==> config.mk <==
export PLATFORM = sky130hd
export DESIGN_NAME = riscvCore
export DESIGN_NICKNAME = d
export VERILOG_FILES = /design/src/rvPkg.sv /design/src/decodeStage.sv /design/src/executeStage.sv /design/src/fetchStage.sv /design/src/memWbStage.sv /design/src/regFile.sv /design/src/riscvCore.sv
export SDC_FILE = /design/constraint.sdc
export NUM_CORES = 2
export LEC_CHECK = 0
export CORE_MARGIN = 3
export CORE_UTILIZATION = 69
export DETAILED_ROUTE_END_ITERATION = 12
export DONT_BUFFER_PORTS = 1
export GPL_TIMING_DRIVEN = 0
export HOLD_SLACK_MARGIN = 0.15
export PLACE_DENSITY = 0.95
export RECOVER_POWER = 50
export SLEW_MARGIN = 20
export SYNTH_ARGS = -nofsm -noshare
export SYNTH_HDL_FRONTEND = slang
export SYNTH_SLANG_ARGS = --single-unit
==> constraint.sdc <==
create_clock -name clk -period 54.7 [get_ports clk]
set_input_delay 2.735 -clock clk [delete_from_list [all_inputs] [get_ports clk]]
set_output_delay 2.735 -clock clk [all_outputs]
set_load 0.01 [all_outputs]
==> src/rvPkg.sv <==
// Types, encodings and constants shared by all pipeline stages; imported inside each module
package rvPkg;

	typedef logic [31:0] wordT;
	typedef logic [4:0]  regAddrT;
	typedef logic [29:0] memAddrT;   // Word address

	typedef enum logic [6:0] {
		opReg    = 7'b0110011,
		opImm    = 7'b0010011,
		opLoad   = 7'b0000011,
		opStore  = 7'b0100011,
		opBranch = 7'b1100011,
		opJal    = 7'b1101111,
		opJalr   = 7'b1100111
	} opcodeE;

	// Bit 3 selects sub and sra, low bits follow funct3
	typedef enum logic [3:0] {
		aluAdd = 4'b0000,
		aluSll = 4'b0001,
		aluSlt = 4'b0010,
		aluXor = 4'b0100,
		aluSrl = 4'b0101,
		aluOr  = 4'b0110,
		aluAnd = 4'b0111,
		aluSub = 4'b1000,
		aluSra = 4'b1101
	} aluOpE;

	typedef struct packed {
		aluOpE aluOp;
		logic  aluSrc;     // Immediate as operand B
		logic  memRead;
		logic  memWrite;
		logic  memToReg;
		logic  regWrite;
		logic  isJump;     // Write back link PC
	} ctrlT;

	typedef struct packed {
		ctrlT    ctrl;
		wordT    rs1Data;
		wordT    rs2Data;
		wordT    imm;
		wordT    linkPc;
		regAddrT rs1;
		regAddrT rs2;
		regAddrT rd;
	} idExT;

	typedef struct packed {
		logic    memRead;
		logic    memWrite;
		logic    memToReg;
		logic    regWrite;
		logic    isJump;
		wordT    aluResult;
		wordT    storeData;
		wordT    linkPc;
		regAddrT rd;
	} exMemT;

	typedef struct packed {
		logic    memToReg;
		logic    regWrite;
		logic    isJump;
		wordT    aluResult;
		wordT    loadData;
		wordT    linkPc;
		regAddrT rd;
	} memWbT;

	// One register write, also used as a forward source
	typedef struct packed {
		logic    en;
		regAddrT rd;
		wordT    data;
	} regWriteT;

	typedef struct packed {
		logic    read;
		logic    write;
		memAddrT addr;
		wordT    wdata;
	} dataReqT;

	localparam wordT nopInst = 32'h0000_0013;   // addi x0, x0, 0
	localparam wordT resetPc = 32'h0000_0000;

	// True when w writes register r, x0 never counts
	function automatic logic writesReg(regWriteT w, regAddrT r);
		return w.en && (w.rd != '0) && (w.rd == r);
	endfunction

	// Newest value wins, ME before WB before the register file
	function automatic wordT fwdPick(regAddrT r, wordT rfVal, regWriteT me, regWriteT wb);
		if (writesReg(me, r)) begin
			return me.data;
		end
		if (writesReg(wb, r)) begin
			return wb.data;
		end
		return rfVal;
	endfunction

endpackage

==> src/decodeStage.sv <==
// ID stage with control decode, immediates, branch resolution, hazard detection and ID/EX
`timescale 1ns/1ps

module decodeStage (
	input  logic            clk,
	input  logic            rst_n,
	input  logic            stall,
	input  rvPkg::wordT     ifInst,
	input  rvPkg::wordT     ifPc,
	input  rvPkg::wordT     ifLinkPc,
	input  rvPkg::regWriteT exFwd,
	input  logic            exIsLoad,
	input  rvPkg::regWriteT meFwd,
	input  logic            meIsLoad,
	input  rvPkg::regWriteT wbWrite,
	output logic            hazardStall,
	output logic            redirect,
	output rvPkg::wordT     target,
	output rvPkg::idExT     idEx
);
	import rvPkg::*;

	opcodeE     opcode;
	logic [2:0] funct3;
	regAddrT    rs1;
	regAddrT    rs2;
	wordT       rs1Data;
	wordT       rs2Data;
	wordT       rs1Val;
	wordT       rs2Val;
	wordT       imm;
	wordT       jalrSum;
	ctrlT       ctrl;
	idExT       idExNext;
	logic       isBranch;
	logic       isJal;
	logic       isJalr;
	logic       usesRs1;
	logic       usesRs2;
	logic       taken;
	logic       loadUse;
	logic       branchDep;

	assign opcode   = opcodeE'(ifInst[6:0]);
	assign funct3   = ifInst[14:12];
	assign rs1      = ifInst[19:15];
	assign rs2      = ifInst[24:20];
	assign isBranch = (opcode == opBranch);
	assign isJal    = (opcode == opJal);
	assign isJalr   = (opcode == opJalr);
	assign usesRs1  = opcode inside {opReg, opImm, opLoad, opStore, opBranch, opJalr};
	assign usesRs2  = opcode inside {opReg, opStore, opBranch};

	regFile uRegFile (
		.clk     (clk),
		.rst_n   (rst_n),
		.rs1     (rs1),
		.rs2     (rs2),
		.wr      (wbWrite),
		.rs1Data (rs1Data),
		.rs2Data (rs2Data)
	);

	// ==============================
	// Control and immediates
	// ==============================
	always_comb begin
		ctrl = '0;
		case (opcode)
			opReg: begin
				ctrl.aluOp    = aluOpE'({ifInst[30], funct3});
				ctrl.regWrite = 1'b1;
			end
			opImm: begin
				// funct7 bit only matters for srai
				ctrl.aluOp    = aluOpE'({ifInst[30] & (funct3 == 3'b101), funct3});
				ctrl.aluSrc   = 1'b1;
				ctrl.regWrite = 1'b1;
			end
			opLoad: begin
				ctrl.aluSrc   = 1'b1;
				ctrl.memRead  = 1'b1;
				ctrl.memToReg = 1'b1;
				ctrl.regWrite = 1'b1;
			end
			opStore: begin
				ctrl.aluSrc   = 1'b1;
				ctrl.memWrite = 1'b1;
			end
			opJal, opJalr: begin
				ctrl.regWrite = 1'b1;
				ctrl.isJump   = 1'b1;
			end
			default: ctrl = '0;   // Branches need no later-stage control
		endcase
	end

	always_comb begin
		case (opcode)
			opStore:  imm = {{20{ifInst[31]}}, ifInst[31:25], ifInst[11:7]};
			opBranch: imm = {{20{ifInst[31]}}, ifInst[7], ifInst[30:25], ifInst[11:8], 1'b0};
			opJal:    imm = {{12{ifInst[31]}}, ifInst[19:12], ifInst[20], ifInst[30:21], 1'b0};
			default:  imm = {{20{ifInst[31]}}, ifInst[31:20]};
		endcase
		if (opcode == opImm && funct3[1:0] == 2'b01) begin
			imm = {27'b0, ifInst[24:20]};   // Shift amount only
		end
	end

	// ==============================
	// Branch resolution and hazards
	// ==============================
	// WB values arrive through the register file bypass
	assign rs1Val  = writesReg(meFwd, rs1) ? meFwd.data : rs1Data;
	assign rs2Val  = writesReg(meFwd, rs2) ? meFwd.data : rs2Data;
	assign jalrSum = rs1Val + imm;
	assign taken   = isBranch && ((rs1Val == rs2Val) ^ funct3[0]);   // funct3[0] set for bne
	assign target  = isJalr ? {jalrSum[31:1], 1'b0} : ifPc + imm;

	assign loadUse = exIsLoad && ((usesRs1 && writesReg(exFwd, rs1)) ||
		(usesRs2 && writesReg(exFwd, rs2)));
	// Compare in ID cannot see EX results or load data still in ME
	assign branchDep = ((isBranch || isJalr) &&
		(writesReg(exFwd, rs1) || (meIsLoad && writesReg(meFwd, rs1)))) ||
		(isBranch && (writesReg(exFwd, rs2) || (meIsLoad && writesReg(meFwd, rs2))));

	assign hazardStall = loadUse | branchDep;
	assign redirect    = !hazardStall && (taken || isJal || isJalr);

	always_comb begin
		idExNext.ctrl    = hazardStall ? ctrlT'('0) : ctrl;   // Bubble on hazard
		idExNext.rs1Data = rs1Data;
		idExNext.rs2Data = rs2Data;
		idExNext.imm     = imm;
		idExNext.linkPc  = ifLinkPc;
		idExNext.rs1     = rs1;
		idExNext.rs2     = rs2;
		idExNext.rd      = ifInst[11:7];
	end

	always_ff @(posedge clk) begin
		if (!rst_n) begin
			idEx.ctrl <= '0;
		end else if (!stall) begin
			idEx <= idExNext;
		end
	end

	// The word fetched behind a taken redirect must never reach decode
	assert property (@(posedge clk) disable iff (!rst_n)
		redirect && !stall |=> ifInst == nopInst)
		else $error("Wrong-path instruction reached decode after redirect");

endmodule

==> src/executeStage.sv <==
// EX stage with operand forwarding, the ALU and the EX/MEM register, instantiated by riscvCore
`timescale 1ns/1ps

module executeStage (
	input  logic            clk,
	input  logic            rst_n,
	input  logic            stall,
	input  rvPkg::idExT     idEx,
	input  rvPkg::regWriteT meFwd,
	input  rvPkg::regWriteT wbWrite,
	output rvPkg::regWriteT exFwd,
	output logic            exIsLoad,
	output rvPkg::exMemT    exMem
);
	import rvPkg::*;

	wordT opA;
	wordT rs2Fwd;
	wordT opB;
	wordT aluResult;

	assign opA    = fwdPick(idEx.rs1, idEx.rs1Data, meFwd, wbWrite);
	assign rs2Fwd = fwdPick(idEx.rs2, idEx.rs2Data, meFwd, wbWrite);
	assign opB    = idEx.ctrl.aluSrc ? idEx.imm : rs2Fwd;

	// ==============================
	// ALU
	// ==============================
	always_comb begin
		case (idEx.ctrl.aluOp)
			aluAdd:  aluResult = opA + opB;
			aluSub:  aluResult = opA - opB;
			aluSll:  aluResult = opA << opB[4:0];
			aluSlt:  aluResult = {31'b0, $signed(opA) < $signed(opB)};
			aluXor:  aluResult = opA ^ opB;
			aluSrl:  aluResult = opA >> opB[4:0];
			aluSra:  aluResult = wordT'($signed(opA) >>> opB[4:0]);
			aluOr:   aluResult = opA | opB;
			aluAnd:  aluResult = opA & opB;
			default: aluResult = '0;
		endcase
	end

	// Seen by decode for load-use and branch checks
	assign exFwd.en   = idEx.ctrl.regWrite;
	assign exFwd.rd   = idEx.rd;
	assign exFwd.data = aluResult;
	assign exIsLoad   = idEx.ctrl.memRead;

	// EX/MEM register
	always_ff @(posedge clk) begin
		if (!rst_n) begin
			exMem.memRead  <= 1'b0;
			exMem.memWrite <= 1'b0;
			exMem.memToReg <= 1'b0;
			exMem.regWrite <= 1'b0;
			exMem.isJump   <= 1'b0;
		end else if (!stall) begin
			exMem.memRead   <= idEx.ctrl.memRead;
			exMem.memWrite  <= idEx.ctrl.memWrite;
			exMem.memToReg  <= idEx.ctrl.memToReg;
			exMem.regWrite  <= idEx.ctrl.regWrite;
			exMem.isJump    <= idEx.ctrl.isJump;
			exMem.aluResult <= aluResult;
			exMem.storeData <= rs2Fwd;   // Store data after forwarding
			exMem.linkPc    <= idEx.linkPc;
			exMem.rd        <= idEx.rd;
		end
	end

endmodule

==> src/fetchStage.sv <==
// IF stage with PC register, next-PC choice and the IF/ID register, instantiated by riscvCore
`timescale 1ns/1ps

module fetchStage (
	input  logic           clk,
	input  logic           rst_n,
	input  logic           stall,
	input  logic           hazardStall,
	input  logic           redirect,
	input  rvPkg::wordT    target,
	input  rvPkg::wordT    iData,
	output rvPkg::memAddrT iAddr,
	output rvPkg::wordT    ifInst,
	output rvPkg::wordT    ifPc,
	output rvPkg::wordT    ifLinkPc
);
	import rvPkg::*;

	wordT pc;
	wordT pcPlus4;
	wordT nextPc;
	logic hold;

	assign hold    = stall | hazardStall;
	assign pcPlus4 = pc + 32'd4;
	assign iAddr   = pc[31:2];

	// Static not-taken, fall through unless decode redirects
	always_comb begin
		if (hold) begin
			nextPc = pc;
		end else if (redirect) begin
			nextPc = target;
		end else begin
			nextPc = pcPlus4;
		end
	end

	always_ff @(posedge clk) begin
		if (!rst_n) begin
			pc <= resetPc;
		end else begin
			pc <= nextPc;
		end
	end

	// ==============================
	// IF/ID register
	// ==============================
	always_ff @(posedge clk) begin
		if (!rst_n) begin
			ifInst <= nopInst;
		end else if (!hold) begin
			ifInst <= redirect ? nopInst : iData;   // Squash the wrong-path word
		end
	end

	always_ff @(posedge clk) begin
		if (!hold) begin
			ifPc     <= pc;
			ifLinkPc <= pcPlus4;
		end
	end

	// Targets from decode must keep fetch on word boundaries
	assert property (@(posedge clk) disable iff (!rst_n) pc[1:0] == 2'b00)
		else $error("PC not word aligned: %h", pc);

endmodule

==> src/memWbStage.sv <==
// MEM and WB stages with data port request, MEM/WB register and write-back select
`timescale 1ns/1ps

module memWbStage (
	input  logic            clk,
	input  logic            rst_n,
	input  logic            stall,
	input  rvPkg::exMemT    exMem,
	input  rvPkg::wordT     dRdata,
	output rvPkg::dataReqT  dReq,
	output rvPkg::regWriteT meFwd,
	output logic            meIsLoad,
	output rvPkg::regWriteT wbWrite
);
	import rvPkg::*;

	memWbT memWb;

	assign dReq.read  = exMem.memRead;
	assign dReq.write = exMem.memWrite;
	assign dReq.addr  = exMem.aluResult[31:2];
	assign dReq.wdata = exMem.storeData;

	// Load data is not ready here, decode stalls on meIsLoad
	assign meFwd.en   = exMem.regWrite;
	assign meFwd.rd   = exMem.rd;
	assign meFwd.data = exMem.isJump ? exMem.linkPc : exMem.aluResult;
	assign meIsLoad   = exMem.memRead;

	// ==============================
	// MEM/WB register
	// ==============================
	always_ff @(posedge clk) begin
		if (!rst_n) begin
			memWb.memToReg <= 1'b0;
			memWb.regWrite <= 1'b0;
			memWb.isJump   <= 1'b0;
		end else if (!stall) begin
			memWb.memToReg  <= exMem.memToReg;
			memWb.regWrite  <= exMem.regWrite;
			memWb.isJump    <= exMem.isJump;
			memWb.aluResult <= exMem.aluResult;
			memWb.loadData  <= dRdata;
			memWb.linkPc    <= exMem.linkPc;
			memWb.rd        <= exMem.rd;
		end
	end

	assign wbWrite.en   = memWb.regWrite & ~stall;   // Frozen with the rest of the pipe
	assign wbWrite.rd   = memWb.rd;
	assign wbWrite.data = memWb.isJump ? memWb.linkPc :
		memWb.memToReg ? memWb.loadData : memWb.aluResult;

	// Decode never sets both, so this guards the whole control path
	assert property (@(posedge clk) disable iff (!rst_n) !(dReq.read && dReq.write))
		else $error("Data port read and write together");

endmodule

==> src/regFile.sv <==
// Integer register file with x0 tied low and same-cycle write bypass, used by decodeStage
`timescale 1ns/1ps

module regFile (
	input  logic            clk,
	input  logic            rst_n,
	input  rvPkg::regAddrT  rs1,
	input  rvPkg::regAddrT  rs2,
	input  rvPkg::regWriteT wr,
	output rvPkg::wordT     rs1Data,
	output rvPkg::wordT     rs2Data
);
	import rvPkg::*;

	wordT regs [1:31];   // x0 has no storage

	always_ff @(posedge clk) begin
		if (!rst_n) begin
			for (int i = 1; i < 32; i++) begin
				regs[i] <= '0;
			end
		end else if (wr.en && wr.rd != '0) begin
			regs[wr.rd] <= wr.data;
		end
	end

	// Write-through so WB and ID can share a cycle
	always_comb begin
		if (writesReg(wr, rs1)) begin
			rs1Data = wr.data;
		end else begin
			rs1Data = (rs1 == '0) ? '0 : regs[rs1];
		end
		if (writesReg(wr, rs2)) begin
			rs2Data = wr.data;
		end else begin
			rs2Data = (rs2 == '0) ? '0 : regs[rs2];
		end
	end

endmodule

==> src/riscvCore.sv <==
// Top of the five-stage RV32 core, connects the stages to the instruction and data ports
`timescale 1ns/1ps

module riscvCore (
	input  logic           clk,
	input  logic           rst_n,
	output rvPkg::memAddrT iAddr,
	input  rvPkg::wordT    iData,
	input  logic           iStall,
	output rvPkg::dataReqT dReq,
	input  rvPkg::wordT    dRdata,
	input  logic           dStall
);
	import rvPkg::*;

	logic     stall;       // Global freeze from either port
	logic     hazardStall;
	logic     redirect;
	logic     exIsLoad;
	logic     meIsLoad;
	wordT     target;
	wordT     ifInst;
	wordT     ifPc;
	wordT     ifLinkPc;
	idExT     idEx;
	exMemT    exMem;
	regWriteT exFwd;
	regWriteT meFwd;
	regWriteT wbWrite;

	assign stall = iStall | dStall;

	fetchStage uFetch (
		.clk         (clk),
		.rst_n       (rst_n),
		.stall       (stall),
		.hazardStall (hazardStall),
		.redirect    (redirect),
		.target      (target),
		.iData       (iData),
		.iAddr       (iAddr),
		.ifInst      (ifInst),
		.ifPc        (ifPc),
		.ifLinkPc    (ifLinkPc)
	);

	decodeStage uDecode (
		.clk         (clk),
		.rst_n       (rst_n),
		.stall       (stall),
		.ifInst      (ifInst),
		.ifPc        (ifPc),
		.ifLinkPc    (ifLinkPc),
		.exFwd       (exFwd),
		.exIsLoad    (exIsLoad),
		.meFwd       (meFwd),
		.meIsLoad    (meIsLoad),
		.wbWrite     (wbWrite),
		.hazardStall (hazardStall),
		.redirect    (redirect),
		.target      (target),
		.idEx        (idEx)
	);

	executeStage uExecute (
		.clk      (clk),
		.rst_n    (rst_n),
		.stall    (stall),
		.idEx     (idEx),
		.meFwd    (meFwd),
		.wbWrite  (wbWrite),
		.exFwd    (exFwd),
		.exIsLoad (exIsLoad),
		.exMem    (exMem)
	);

	memWbStage uMemWb (
		.clk      (clk),
		.rst_n    (rst_n),
		.stall    (stall),
		.exMem    (exMem),
		.dRdata   (dRdata),
		.dReq     (dReq),
		.meFwd    (meFwd),
		.meIsLoad (meIsLoad),
		.wbWrite  (wbWrite)
	);

endmodule

==> results.cfg, run 1 <==
[placement]
dp.cells = 8914
gp_congestion = 1.20
io_buffers = 0
place_ws_ns = 42.72
hpwl_um = 299000

[global_routing]
grt_usage_pct = 74.8
grt_pass1_vias = 82200
grt_max_degree = 51
grt_pass1_wl_um = 654000
grt_remaining_overflow = 25

[status]
outcome = stopped before the end
lastStage = global routing (5_1_grt)
error = [ERROR GRT-0116] Global routing finished with congestion. Check the congestion regions in the DRC Viewer.

[logic_synthesis]
synth_cells = 7211
synth_most_common_cell = edfxtp_1
synth_cell_types = 93
synthFlopType = edfxtp_1
ys_seq_area_share_pct = 52.0
synth_area_leaders = edfxtp_1 (50%), mux4_2 (14%), nor2_1 (5.9%)
synth_top_area_cell = edfxtp_1
synth_area_sq_um = 85500
netlist.area_leader.share_pct = 49.9
netlist_top_cells_count = edfxtp_1 (1420), nor2_1 (1352), mux4_2 (519), nand2_1 (490), clkbuf_1 (447)
ys_ff_latch = 1510
synthArstFlopShare_pct = 0
synth-edff-count = 1420
ys.warnings.count = 0
synth.avg_cell_area_sq_um = 11.9

[clock_network]
clock-root-buffer = clkbuf_16
numClockSinks = 1510
cts_hold_buf = 0
htree_levels = 4
post_cts_buffers = 0
max-clock-path-buffers = 3
cts_made_buffers = 154
cts_resized = 0

[floorplan]
die_h_um = 358
dieWidth_um = 358
start_util_pct = 69.9
ios = 162
placementRows = 128
[through the flow]
step                cell area [sq um]  util [%]
floorplan                       85600         -
global placement                87600      71.6
detailed placement              88900      72.7
CTS                             94000      76.9
[cell families after synthesis]
logic type      after synthesis  synth area share, %
flops                      1510                 52.0
mux                         830                 17.4
fa+ha+maj                   163                 2.42
buf+inv                     883                 4.64
other cells                   1              0.00439
xor+xnor                    169                 1.73
simple gates               2238                 10.9
compound gates             1417                 10.9
[routing by layer]
| layer | global-route usage, % | GRT overflow |
|---|---|---|
| met2 | 86.4 | 12 |
| met5 | 48.3 | 0 |
| met1 | 78.3 | 1 |
| met4 | 65.6 | 9 |
| met3 | 63.9 | 3 |
==> inputs of run 2 (changes only) <==
--- a/config.mk
+++ b/config.mk
@@ -6,12 +6,11 @@
 export NUM_CORES = 2
 export LEC_CHECK = 0
 export CORE_MARGIN = 3
-export CORE_UTILIZATION = 69
+export CORE_UTILIZATION = 40
 export DETAILED_ROUTE_END_ITERATION = 12
 export DONT_BUFFER_PORTS = 1
 export GPL_TIMING_DRIVEN = 0
-export HOLD_SLACK_MARGIN = 0.15
-export PLACE_DENSITY = 0.95
+export PLACE_DENSITY_LB_ADDON = 0.15
 export RECOVER_POWER = 50
 export SLEW_MARGIN = 20
 export SYNTH_ARGS = -nofsm -noshare
==> run 2 against run 1 <==
  * The flow now finishes, with violations (capacitance limit, slew limit)
  * Synthesized area is the same
  * Synthesized cell count is the same
==> results.cfg, run 2 <==
[cells_and_area]
syn2layout_area_growth_pct = 12.4
layout_commonest_cell = edfxtp_1
final_cell_mix = edfxtp_1 (1420), nor2_1 (1349), clkbuf_1 (569)
largest_register = uDecode.uRegFile.regs
final_cells = 10500
utilization_pct = 45.2
drive_above_1_share_pct = 15.2
largest_register_ffs = 1024
top_regs = uDecode.uRegFile.regs x1024, uDecode.idEx x141, uExecute.exMem x105
fin_nets = 7730

[logic_synthesis]
synth_most_common_cell = edfxtp_1
synth_compound_area_share_pct = 10.9
synth_area_sq_um = 85500
synth_top_area_cell = edfxtp_1
synth_area_leaders = edfxtp_1 (50%), mux4_2 (14%), nor2_1 (5.9%)
netlist.area_leader.share_pct = 49.9
synthArstFlopShare_pct = 0
netlist_top_cells_count = edfxtp_1 (1420), nor2_1 (1352), mux4_2 (519), nand2_1 (490), clkbuf_1 (447)
synthFlopType = edfxtp_1
synth_xor_area_share_pct = 1.73
synthSimpleGateAreaFrac_pct = 10.9
synthMuxAreaShare_pct = 17.4
ys_seq_area_share_pct = 52.0
synth_cell_types = 93
synth-edff-count = 1420
synthAdderAreaFrac_pct = 2.42
synth_top_family_by_area = multiplexers
ys.warnings.count = 0
ys_ff_latch = 1510
synth.avg_cell_area_sq_um = 11.9
synth_cells = 7211

[clock_network]
htree_levels = 4
post_cts_buffers = 0
cts_resized = 0
cts_hold_buf = 0
cts_made_buffers = 174
clk_pin_slew_ns = 0.06
cts_tree = yes
clock-root-buffer = clkbuf_16
numClockSinks = 1510
clk_latency_ns = 0.87
max-clock-path-buffers = 3

[pwr]
power_density_nw_per_um2 = 31.1
p_leak_nw = 34.0
power.total_mw = 2.99
ir_drop_mv = 0.0356

[critical_path]
arrival_ns = 14.51
critical_path.slowest_cell = a2111oi_0
r2r-start = uMemWb.memWb[103]
cp_top_family = compound AO/OA/AOI/OAI gates
end_kind = flop
crit_path_cell_trace = or3b_1, a2111oi_0, a211o_1, clkbuf_1, clkbuf_1, nor3_1, a211o_1, o21ai_0, nor2_1, fa_1, a21o_1, a21o_1, a2111oi_0, o21ai_0, o21ai_0, o31ai_1, a311o_1, a21o_1, a21oi_1, o21ai_0, nor2b_1, a221oi_1, o2111ai_1, a31oi_1
cpMostUsedCell = o21ai_0
critPathKind = input pin to flop
crit_path_start_kind = input pin
worst-path-max-fanout = 8
critPathRequiredTime_ns = 55.46
path_buf_inv = 2
crit_start = dStall
critPathMaxStageDelay_ns = 1.45

[global_routing]
grt_max_degree = 50
grt_pass1_vias = 66200
grt_pass1_wl_um = 590000
grt_usage_pct = 40.1
grt_remaining_overflow = 0
antenna_found_initial = 49

[detailed_routing]
via_per_inst = 6.86
wire_per_inst_um = 43.0
drc = 0
firstDrtPassIters = 6
via_count = 71900
routed_wirelength_um = 450000
ant_nets = 0
drt_iter0_markers = 13600

[sta]
hold_viol = 0
slew_headroom_pct = -50.2
tightest_slew_ns = 2.25
fmax_mhz = 72.8
min_period_ns = 13.74
rsz0062_at_grt = false
finalCritPeriodShare_pct = 25.1
fin_ws_ns = 40.96
fin_setup_tns_ns = 0
skew_ns = 0.0633
setup_viol = 0
final_max_slew_viol_count = 281

[status]
violations = capacitance limit, slew limit
outcome = finished with violations

[placement]
place_ws_ns = 42.35
hpwl_um = 332000
gp_congestion = 1.05
io_buffers = 0
dp.cells = 10100

[hold_path]
min_from = uDecode.idEx[25]
hold_path_class = flop to flop

[flow_run]
maxCapViolCount = 22

[floorplan]
start_util_pct = 40.3
fp.dieArea_sq_um = 219000
ios = 162
dieWidth_um = 468
core_sq_um = 212000
die_h_um = 468
placementRows = 169
## run 2: cell counts after synthesis
Identical to the previous run, type by type.
## run 2: through the flow
| stage | hold slack [ns] | cell area, sq um |
|---|---|---|
| 4_1_cts | 0.415 | 96900 |
| 3_5_place_dp | 0.405 | 91200 |
| 5_1_grt | 0.419 | 96000 |
| 2_1_floorplan | 0.400 | 85600 |
| 3_3_place_gp | 0.400 | 89100 |
| 6_report | 0.414 | 96000 |
## run 2: layout make-up
type,instances,area [sq um]
clock buffer,222,4660
timing repair buffer,81,1130
clock inverter,98,1020
antenna,19,47.5
fill,19900,116000
tap,2821,3530
inverter,174,653
buffer,709,3020
sequential,1510,44400
multi-input combinational,4849,37500
## run 2: path summary, 6_finish.rpt
kind / endpoint / slack, ns / cells after the start
worst max-delay path: uFetch.pc[30] / 40.96 / 24
worst min-delay path: uExecute.exMem[15] / 0.41 / 0
worst max register to register: uExecute.exMem[98] / 41.55 / 30
worst min register to register: uExecute.exMem[15] / 0.41 / 0
## run 2: power breakdown
| group | internal, mW | total [mW] | leakage (nW) | switching (mW) |
|---|---|---|---|---|
| registers | 1.30 | 1.33 | 15.0 | 0.0241 |
| logic | 0.134 | 0.460 | 16.3 | 0.326 |
| clock network | 0.683 | 1.20 | 2.77 | 0.516 |
## run 2: kinds of logic after synthesis
| kind of cell | after synthesis |
|---|---|
| other | 1 |
| AOI/OAI and AO/OA | 1417 |
| buffers and inverters | 883 |
| xor gates and xnor gates | 169 |
| DFF | 1510 |
| muxes | 830 |
| and+or+nand+nor | 2238 |
| adders and majority gates | 163 |
## run 2: layer usage
metal  vias up  wire (um)  global-route usage [%]
met5         -        149                   0.264
met1     36600     167000                    53.3
li1      27700          -                       -
met2      6203     179000                    54.7
met3      1333      67600                    15.0
met4        12      35800                    25.8
Power figures use the tool's default switching activity.
